**src/hdl/cic_pkg.sv**
```systemverilog
`default_nettype none

package cic_pkg;

	// raw sample width from the mixer, per channel
	localparam int IN_W = 18;

	// period control, decimation period is period + 1 (2 to 256)
	localparam int PERIOD_W = 8;

	// integrator and differentiator word
	// input width plus two bits of growth per octave of period, for order 2
	localparam int DW = IN_W + 2 * PERIOD_W;

	// CIC order, one differentiator stage per integrator
	localparam int CIC_ORDER = 2;

	// result width after scaling and saturation
	localparam int OUT_W = 20;

	// scale control, arithmetic right shift by shift + SHIFT_BASE
	localparam int SHIFT_W = 4;
	localparam int SHIFT_BASE = 0;

	// interleaved channels, 0 is I and 1 is Q
	localparam int NCHAN = 2;
	localparam int CH_W = $clog2(NCHAN);

	// half-band taps, sum is 32 so DC gain is 1 after the shift
	localparam int HB_TAPS = 7;
	localparam int HB_COEF [HB_TAPS] = '{-1, 0, 9, 16, 9, 0, -1};
	localparam int HB_SHIFT = 5;

	// product and accumulator widths inside the half-band
	// largest tap magnitude is 16, sum of magnitudes is 36
	localparam int HB_PROD_W = OUT_W + 5;
	localparam int HB_SUM_W = OUT_W + 6;

endpackage

`default_nettype wire

```
**src/hdl/cc_filt.sv**
```systemverilog
`timescale 1ns/1ps
`default_nettype none

module cc_filt
	import cic_pkg::*;
(
	input  wire                     clk,
	input  wire                     arst_n,
	input  wire signed [DW-1:0]     sr_in,
	input  wire                     sr_valid,
	input  wire        [SHIFT_W-1:0] shift,
	output logic signed [OUT_W-1:0] result,
	output logic                    strobe
);

	// differentiator output, second difference of the dumps
	logic signed [DW-1:0] d2;
	logic valid2;

	// scaled word before narrowing
	logic [SHIFT_W:0] full_shift;
	logic signed [DW-1:0] d2s;
	logic uniform;

	// clipped to one bit more than the result, then saturated
	logic signed [OUT_W:0] d3;
	logic signed [OUT_W-1:0] d4;
	logic valid_sh;
	logic valid_sat;

	double_diff u_diff (
		.clk    (clk),
		.arst_n (arst_n),
		.d_in   (sr_in),
		.g_in   (sr_valid),
		.d_out  (d2),
		.g_out  (valid2)
	);

	// gain is period squared, shift takes it back down
	assign full_shift = {1'b0, shift} + (SHIFT_W+1)'(SHIFT_BASE);
	assign d2s = d2 >>> full_shift;

	// bits above the clip width all copies of the sign
	assign uniform = (&d2s[DW-1:OUT_W]) | (~|d2s[DW-1:OUT_W]);

	always_ff @(posedge clk) begin
		if (uniform)
			d3 <= d2s[OUT_W:0];
		else
			d3 <= {d2s[DW-1], {OUT_W{~d2s[DW-1]}}};
		// top two bits differ means out of range for OUT_W
		if (d3[OUT_W] == d3[OUT_W-1])
			d4 <= d3[OUT_W-1:0];
		else
			d4 <= {d3[OUT_W], {(OUT_W-1){~d3[OUT_W]}}};
	end

	always_ff @(posedge clk or negedge arst_n) begin
		if (!arst_n) begin
			valid_sh <= 1'b0;
			valid_sat <= 1'b0;
		end else begin
			valid_sh <= valid2;
			valid_sat <= valid_sh;
		end
	end

	// half-band on the interleaved I/Q stream, unity DC gain
	half_band u_hb (
		.clk    (clk),
		.arst_n (arst_n),
		.ind    (d4),
		.ing    (valid_sat),
		.outd   (result),
		.outg   (strobe)
	);

endmodule

`default_nettype wire

```
**src/hdl/cic_mon_top.sv**
```systemverilog
`timescale 1ns/1ps
`default_nettype none

module cic_mon_top
	import cic_pkg::*;
(
	input  wire                      clk,
	input  wire                      arst_n,
	input  wire signed [IN_W-1:0]    i_data,
	input  wire signed [IN_W-1:0]    q_data,
	input  wire        [PERIOD_W-1:0] period,
	input  wire        [SHIFT_W-1:0]  shift,
	output logic signed [OUT_W-1:0]  result,
	output logic                     strobe
);

	// interleaved dump burst, I then Q
	logic signed [DW-1:0] sr_data;
	logic sr_valid;

	// integrators and decimation, full clock rate in
	double_integ u_integ (
		.clk      (clk),
		.arst_n   (arst_n),
		.i_data   (i_data),
		.q_data   (q_data),
		.period   (period),
		.sr_data  (sr_data),
		.sr_valid (sr_valid)
	);

	// differentiators, scaling, saturation and half-band
	cc_filt u_filt (
		.clk      (clk),
		.arst_n   (arst_n),
		.sr_in    (sr_data),
		.sr_valid (sr_valid),
		.shift    (shift),
		.result   (result),
		.strobe   (strobe)
	);

endmodule

`default_nettype wire

```
**src/hdl/double_diff.sv**
```systemverilog
`timescale 1ns/1ps
`default_nettype none

module double_diff
	import cic_pkg::*;
(
	input  wire                  clk,
	input  wire                  arst_n,
	input  wire signed [DW-1:0]  d_in,
	input  wire                  g_in,
	output logic signed [DW-1:0] d_out,
	output logic                 g_out
);

	// stage inputs, stage 0 takes the burst from the integrator
	logic signed [DW-1:0] st_d [CIC_ORDER];
	logic st_g [CIC_ORDER];

	// stage output registers
	logic signed [DW-1:0] sd [CIC_ORDER];
	logic sg [CIC_ORDER];

	// previous word of each channel, per stage
	logic signed [DW-1:0] hist [CIC_ORDER][NCHAN];

	// position within the burst, which is the channel index
	logic [CH_W-1:0] pos [CIC_ORDER];

	always_comb begin
		st_d[0] = d_in;
		st_g[0] = g_in;
		for (int s = 1; s < CIC_ORDER; s++) begin
			st_d[s] = sd[s-1];
			st_g[s] = sg[s-1];
		end
	end

	always_ff @(posedge clk or negedge arst_n) begin
		if (!arst_n) begin
			for (int s = 0; s < CIC_ORDER; s++) begin
				sg[s] <= 1'b0;
				pos[s] <= '0;
				for (int c = 0; c < NCHAN; c++)
					hist[s][c] <= '0;
			end
		end else begin
			for (int s = 0; s < CIC_ORDER; s++) begin
				sg[s] <= st_g[s];
				if (st_g[s]) begin
					hist[s][pos[s]] <= st_d[s];
					pos[s] <= (pos[s] == CH_W'(NCHAN - 1)) ? '0 : pos[s] + 1'b1;
				end else begin
					// gap between bursts, next word is I again
					pos[s] <= '0;
				end
			end
		end
	end

	// word minus the same channel's word one burst earlier
	always_ff @(posedge clk) begin
		for (int s = 0; s < CIC_ORDER; s++) begin
			if (st_g[s])
				sd[s] <= st_d[s] - hist[s][pos[s]];
		end
	end

	assign d_out = sd[CIC_ORDER-1];
	assign g_out = sg[CIC_ORDER-1];

endmodule

`default_nettype wire

```
**src/hdl/double_integ.sv**
```systemverilog
`timescale 1ns/1ps
`default_nettype none

module double_integ
	import cic_pkg::*;
(
	input  wire                        clk,
	input  wire                        arst_n,
	input  wire signed [IN_W-1:0]      i_data,
	input  wire signed [IN_W-1:0]      q_data,
	input  wire        [PERIOD_W-1:0]  period,
	output logic signed [DW-1:0]       sr_data,
	output logic                       sr_valid
);

	// channel view of the two inputs
	logic signed [IN_W-1:0] x [NCHAN];

	// first and second integrators, wrap modulo 2**DW
	logic signed [DW-1:0] acc1 [NCHAN];
	logic signed [DW-1:0] acc2 [NCHAN];

	// dump shift register, word 0 leaves first
	logic signed [DW-1:0] sr [NCHAN];

	// period down-counter
	logic [PERIOD_W-1:0] cnt;
	logic wrap;

	// first wrap after reset only starts the count, no dump
	logic armed;
	logic load;

	// words still to leave the dump register
	logic [CH_W:0] left;

	assign x[0] = i_data;
	assign x[1] = q_data;

	assign wrap = (cnt == '0);
	assign load = wrap & armed;

	always_ff @(posedge clk or negedge arst_n) begin
		if (!arst_n) begin
			cnt <= '0;
			armed <= 1'b0;
			left <= '0;
			for (int c = 0; c < NCHAN; c++) begin
				acc1[c] <= '0;
				acc2[c] <= '0;
			end
		end else begin
			// reload on wrap, period is only looked at here
			if (wrap) begin
				cnt <= period;
				armed <= 1'b1;
			end else begin
				cnt <= cnt - 1'b1;
			end
			// integrators run every clock, input sign-extended
			for (int c = 0; c < NCHAN; c++) begin
				acc1[c] <= acc1[c] + {{(DW-IN_W){x[c][IN_W-1]}}, x[c]};
				acc2[c] <= acc2[c] + acc1[c];
			end
			// burst length, restarts on every dump
			if (load)
				left <= (CH_W+1)'(NCHAN);
			else if (left != '0)
				left <= left - 1'b1;
		end
	end

	// snapshot of the second integrators, then drain one word per clock
	always_ff @(posedge clk) begin
		if (load) begin
			for (int c = 0; c < NCHAN; c++)
				sr[c] <= acc2[c];
		end else if (left != '0) begin
			for (int c = 0; c < NCHAN - 1; c++)
				sr[c] <= sr[c+1];
		end
	end

	assign sr_data = sr[0];
	assign sr_valid = (left != '0);

endmodule

`default_nettype wire

```
**src/hdl/half_band.sv**
```systemverilog
`timescale 1ns/1ps
`default_nettype none

module half_band
	import cic_pkg::*;
(
	input  wire                     clk,
	input  wire                     arst_n,
	input  wire signed [OUT_W-1:0]  ind,
	input  wire                     ing,
	output logic signed [OUT_W-1:0] outd,
	output logic                    outg
);

	// past words of each channel, index 0 is the most recent
	logic signed [OUT_W-1:0] hist [NCHAN][HB_TAPS-1];

	// position within the burst, which is the channel index
	logic [CH_W-1:0] pos;

	// tap inputs, current word then the channel history
	logic signed [OUT_W-1:0] tap [HB_TAPS];

	// product, sum and output stages
	logic signed [HB_PROD_W-1:0] prod [HB_TAPS];
	logic signed [HB_SUM_W-1:0] sum;
	logic signed [HB_SUM_W-1:0] sum_sh;
	logic g1;
	logic g2;

	always_comb begin
		tap[0] = ind;
		for (int t = 1; t < HB_TAPS; t++)
			tap[t] = hist[pos][t-1];
	end

	always_ff @(posedge clk or negedge arst_n) begin
		if (!arst_n) begin
			pos <= '0;
			g1 <= 1'b0;
			g2 <= 1'b0;
			outg <= 1'b0;
			for (int c = 0; c < NCHAN; c++)
				for (int t = 0; t < HB_TAPS - 1; t++)
					hist[c][t] <= '0;
		end else begin
			g1 <= ing;
			g2 <= g1;
			outg <= g2;
			if (ing) begin
				hist[pos][0] <= ind;
				for (int t = 1; t < HB_TAPS - 1; t++)
					hist[pos][t] <= hist[pos][t-1];
				pos <= (pos == CH_W'(NCHAN - 1)) ? '0 : pos + 1'b1;
			end else begin
				pos <= '0;
			end
		end
	end

	// round half up, then drop the tap gain
	assign sum_sh = (sum + HB_SUM_W'(1 <<< (HB_SHIFT - 1))) >>> HB_SHIFT;

	always_ff @(posedge clk) begin
		for (int t = 0; t < HB_TAPS; t++)
			prod[t] <= HB_PROD_W'(tap[t]) * HB_PROD_W'(HB_COEF[t]);
		begin
			logic signed [HB_SUM_W-1:0] acc;
			acc = '0;
			for (int t = 0; t < HB_TAPS; t++)
				acc = acc + HB_SUM_W'(prod[t]);
			sum <= acc;
		end
		if (sum_sh > $signed(HB_SUM_W'({1'b0, {(OUT_W-1){1'b1}}})))
			outd <= {1'b0, {(OUT_W-1){1'b1}}};
		else if (sum_sh < -$signed(HB_SUM_W'({1'b0, {(OUT_W-1){1'b1}}})) - 1)
			outd <= {1'b1, {(OUT_W-1){1'b0}}};
		else
			outd <= sum_sh[OUT_W-1:0];
	end

endmodule

`default_nettype wire

```
**config.mk**
```make
export PLATFORM = sky130hd
export DESIGN_NAME = cic_mon_top
export DESIGN_NICKNAME = d
export VERILOG_FILES = /design/src/hdl/cic_pkg.sv /design/src/hdl/cc_filt.sv /design/src/hdl/cic_mon_top.sv /design/src/hdl/double_diff.sv /design/src/hdl/double_integ.sv /design/src/hdl/half_band.sv
export SDC_FILE = /design/constraint.sdc
export NUM_CORES = 2
export LEC_CHECK = 0
export BUFFER_PORTS_ARGS = -buffer_cell sky130_fd_sc_hd__buf_2
export CORE_MARGIN = 10
export CORE_UTILIZATION = 45
export CTS_CLUSTER_SIZE = 40
export DETAILED_ROUTE_END_ITERATION = 7
export SLEW_MARGIN = 20
export SYNTH_ARGS = -nofsm -noshare
export SYNTH_HDL_FRONTEND = slang
export SYNTH_HIERARCHICAL = 1
export SYNTH_SLANG_ARGS = --single-unit
```
**constraint.sdc**
```tcl
create_clock -name clk -period 7.9 [get_ports clk]
set_input_delay 1.58 -clock clk [delete_from_list [all_inputs] [get_ports clk]]
set_output_delay 1.58 -clock clk [all_outputs]
set_load 0.005 [all_outputs]
```
# Word level (Yosys, flattened, before mapping)
# Memories as Yosys holds them, arrays and structs flattened.
# Index checks and enable logic that the tools add are counted.
dict set report word_totals {
  ff_bits 620
  elab_cells 143
  ramBits 311
  n_memories 3
}
# name words word_bits read_ports rd_clocked_by_memory_dff wr line
set memory_table {}
lappend memory_table {u_filt.u_hb.prod 7 25 7 0 7 half_band.sv:25} ;# logic signed [HB_PROD_W-1:0] prod [HB_TAPS];
lappend memory_table {u_filt.u_diff.sd 2 34 2 0 2 double_diff.sv:20} ;# logic signed [DW-1:0] sd [CIC_ORDER];
lappend memory_table {u_integ.sr 2 34 2 0 2 double_integ.sv:24} ;# logic signed [DW-1:0] sr [NCHAN];
dict set report classes {
  eq_ne 1
  reduce_logical 9
  multipliers 2
  n_mux 54
  shifts 1
  bitwise 8
  add_sub_neg 20
  n_lt_le_gt_ge 8
}
# operator n
set op_table {}
lappend op_table {{$bwmux 240} 6}
lappend op_table {{$demux 120 s1} 6}
lappend op_table {{$mux 120} 4}
lappend op_table {{$mux 34} 9}
lappend op_table {{$add 34x34->34} 4}
lappend op_table {{$bwmux 68} 2}
lappend op_table {{$add 26x25->26} 5}
lappend op_table {{$mux 100} 1}
lappend op_table {{$mux 80} 1}
lappend op_table {{$demux 34 s1} 2}
lappend op_table {{$sub 34x34->34} 2}
lappend op_table {{$mux 20} 3}
lappend op_table {{$mux 60} 1}
lappend op_table {{$mul 20x5->25 const B} 2}
lappend op_table {{$neg 20->25} 2}
lappend op_table {{$mux 40} 1}
lappend op_table {{$sshr 34x4->34} 1}
lappend op_table {{$add 25x25->26} 1}
lappend op_table {{$add 26x6->26 const B} 1}
lappend op_table {{$gt 21x20->1 const B} 1}
lappend op_table {{$lt 21x20->1 const B} 1}
lappend op_table {{$mux 21} 1}
lappend op_table {{$mux 1} 14}
lappend op_table {{$reduce_and 14->1} 1}
lappend op_table {{17 further kinds} 31}

# Longest topological paths before layout
dict set report logic_depth {
  ltp_word 11
  ltp_mapped 15
}

# By module
# The synthesis kept the hierarchy.
# mod seq_area_each_um2 instances area_per_inst_um2 cells_each
set modules_own_cells {}
lappend modules_own_cells {half_band 9349.0 1 20417.1 1740}
lappend modules_own_cells {double_integ 5720.5 1 12874.8 1220}
lappend modules_own_cells {double_diff 5545.3 1 11680.0 972}
lappend modules_own_cells {cc_filt 870.8 1 3106.7 351}

# Least setup slack after synthesis
# OpenSTA, ideal clock, no wires.
dict set report synth_timing {
  path_kind {reg2reg}
  startpoint {reg u_filt.u_hb.pos}
  endpoint {mem u_filt/u_hb/prod[2][24] (netlist name)}
  period_less_slack_ns 3.837
  n_path_buf 5
  setup_slack_ns 4.063
  setup_ns 0.072
  t_required_ns 7.828
  arrival_time_ns 3.765
  stages_incl_launch_ff 16
  cell_sequence {dfrtp_1 buf_6 buf_6 buf_2 buf_2 buf_2 mux2_2 ha_1 ha_1 fa_1 a211oi_1 o21ai_0 a31o_2 and3_1 o31ai_1 xnor2_1}
}
# item line
set synth_lines {}
lappend synth_lines {{start: declaration} half_band.sv:19} ;# logic [CH_W-1:0] pos;
lappend synth_lines {{start signal: assignment} half_band.sv:54} ;# pos <= (pos == CH_W'(NCHAN - 1)) ? '0 : pos + 1'b1;
lappend synth_lines {{end: declaration} half_band.sv:25}

==> flow_metrics.env <==
export IMPL_status="complete, no violations"
export IMPL_seq_area_frac_synth=0.4469
export IMPL_postCtsHoldBufs=0
export IMPL_die_w_um=346.9
export IMPL_cpPeakStageDelay_ps=760
export IMPL_post_cts_setup_buffer_count=0
export IMPL_fin_crit_ps=4578
export IMPL_reg2reg_slack_ps=3320
export IMPL_arrival_ps=5180
export IMPL_cp_max_fo=37
export IMPL_cpMostUsedCell="ha_1"
export IMPL_grt_max_degree=138
export IMPL_fp_dieH_um=346.9
export IMPL_cts_root_buf="clkbuf_16"
export IMPL_cp_required_ps=8500
export IMPL_critical_path_slowest_cell="dfrtp_4"
export IMPL_clk_pin_slew_ps=60
export IMPL_skew_ps=24.70
export IMPL_wl_met1_mm=49.23
export IMPL_synth_cells=4283
export IMPL_syn_area_sq_um=48080
export IMPL_cts_buffers=96
export IMPL_startpoint="u_filt/u_hb/pos$_DFF_PN0_"
export IMPL_place_gp_congestion=0.8586
export IMPL_dieArea_sq_um=120300
export IMPL_yosys_top_cells_area="dfrtp_1 28%, mux2_2 11%, edfxtp_1 8.5%, dfxtp_1 8.5%, ha_1 7.9%"
export IMPL_crit_type="flop to flop"
export IMPL_synth_nets=4715
export IMPL_drive_gt1_frac=0.1889
export IMPL_max_slew_margin_rel=0.3152
export IMPL_core_sq_um=105700
export IMPL_fin_crit_sh=0.5795
export IMPL_hold_ws_ps=348.8
export IMPL_crit_chain="buf_4, mux2_2, ha_1, ha_1, fa_1, a211oi_1, nor2_1, a211oi_2, a21oi_1, o311ai_1, xnor2_1"
export IMPL_timing_fmax_mhz=218.4
export IMPL_synth_top_area_share=0.2774
export IMPL_overflow=0
export IMPL_clockBufferDepth=3
export IMPL_globalRouteTotalUtil=0.1636
export IMPL_post_place_ws_ps=2795
export IMPL_top_layer_used="met5"
export IMPL_timing_rr_start="u_filt/u_hb/pos$_DFF_PN0_"
export IMPL_critPathLaunchType="flop"
export IMPL_drt_wl_total_mm=98.46
export IMPL_hold_class="flop to flop"
export IMPL_routed_wl_met2_mm=43.83
export IMPL_port_buffers=70
export IMPL_path_delay_family="compound AO/OA/AOI/OAI gates"
export IMPL_fin_ws_ps=3322
export IMPL_async_reset_ff_frac=0.6112
export IMPL_ys_types=120
export IMPL_place_hpwl_mm=72.07
export IMPL_worst_slew_pin_slew_ps=1027
export IMPL_std_cell_rows=119
export IMPL_start_util=0.4548
export IMPL_via_per_inst=5.340
export IMPL_synth_most_common_cell="dfrtp_1"
export IMPL_slew_violations=0
export IMPL_dpl_cell_count=5602
export IMPL_grt_pass1_wl_mm=164.1
export IMPL_drc=0
export IMPL_ant_nets=0
export IMPL_cts_resized_gates=0
export IMPL_rsz0062_at_grt="no"
export IMPL_avgSynthCellArea_sq_um=11.23
export IMPL_fin_setup_tns_ps=0
export IMPL_wire_per_inst_um=17.02
export IMPL_routed_wl_met3_mm=3.631
export IMPL_cap_viol_max_count=0
export IMPL_ys_warn_count=6
export IMPL_synthToLayoutAreaGrowth_pct=9.725
export IMPL_stdcell_count=5786
export IMPL_nets=4742
export IMPL_drt_iter0_markers=1737
export IMPL_endpoint_kind="flop"
export IMPL_ios=71
export IMPL_cts_tree="built"
export IMPL_yosys_register_bits=872
export IMPL_hold_viol=0
export IMPL_hp_start="u_filt/u_hb/g2$_DFF_PN0_"
export IMPL_first_pass_iters=6
export IMPL_path_buf_inv=1
export IMPL_fillCellCount=9572
export IMPL_setup_viol=0
export IMPL_synth_flop_cell="dfrtp_1"
export IMPL_clkSinkCount=872
export IMPL_synthTopCellsByCount="533 x dfrtp_1, 483 x mux2_2, 304 x ha_1"
export IMPL_grt_pass1_vias=31112
export IMPL_antenna_found_initial=1
export IMPL_clk_latency_ps=680
export IMPL_vias=30897
export IMPL_synth_edf_count=136
export IMPL_yosys_area_top_type="dfrtp_1"
export IMPL_cts_max_level=3
-- cell usage in the layout (no fill, tap or decap), drive strengths merged, types with 15 or more instances in the layout --
cell	instances
dfxtp	203
fa	78
nor2b	29
nand3	70
o31ai	15
and2	22
o21a	41
buf	96
a21o	115
nand2	197
inv	304
mux2i	145
xnor2	182
a21boi	17
o21ai	161
ha	304
or2	15
nand4	30
a31oi	35
o211ai	26
and3	36
or3	16
xor2	98
nand2b	35
clkbuf	143
a21oi	298
o21bai	21
a211oi	32
clkinv	24
nor3	57
dfrtp	533
nor2	220
edfxtp	136
mux2	487
-- sequential cells by signal, summed over array words and instances, names as in the netlist, 21 cells and up --
name,cells
u_filt/d3,21
u_filt/u_diff/hist,136
u_filt/u_diff/sd,68
u_filt/u_hb/hist,240
u_filt/u_hb/prod,120
u_filt/u_hb/sum,22
u_integ/acc1,68
u_integ/acc2,68
u_integ/sr,68
-- metal layers --
layer  GRT usage  vias up
met2      0.2578      435
met3     0.02378      121
li1            -    15303
met4     0.04171        2
met1      0.2344    15036
met5           0        -
-- worst paths after layout --
kind,end,cells after the start
worst max-delay path,u_filt/u_hb/prod[4][24]$_DFF_P_,11
worst min-delay path,u_filt/u_hb/outg$_DFF_PN0_,0
worst max register to register,u_filt/u_hb/prod[4][24]$_DFF_P_,11
worst min register to register,u_filt/u_hb/outg$_DFF_PN0_,0
max in group asynchronous,u_filt/u_hb/pos$_DFF_PN0_,3
min in group asynchronous,u_filt/u_diff/hist[0]$_DFFE_PN0P_,1
-- area by class of cell --
cell class,instances,area (sq um),share of cell area
multi-input combinational,2944,24580,0.4660
clock buffer,143,2719,0.05154
inverter,300,1126,0.02135
sequential,872,21490,0.4074
tap,1391,1740,0.03299
timing repair buffer,96,603.1,0.01143
clock inverter,39,486.7,0.009226
antenna,1,2.502,0.00004743
-- stage by stage --
step | area [sq um] | util
after floorplan | 48080 | -
after global placement | 49520 | 0.4684
after detailed placement | 49520 | 0.4684
after CTS | 52720 | 0.4987
after global routing | 52750 | 0.4990
final | 52750 | 0.4990
-- cells by family (layout without fill, tap and decap cells) --
group / after synthesis / in the layout / share of synthesized area
compound gates: 877 / 877 / 0.1213
flops: 872 / 872 / 0.4469
simple gates: 767 / 767 / 0.07909
mux: 638 / 638 / 0.1480
buf+inv: 467 / 578 / 0.04219
fa+ha+maj: 382 / 382 / 0.1116
xor+xnor: 280 / 280 / 0.05101
other cells: 0 / 1 / 0
Power is left out: the tool's default activity adds up to more than one toggle a clock period on the data nets, which glitch-free logic cannot reach.
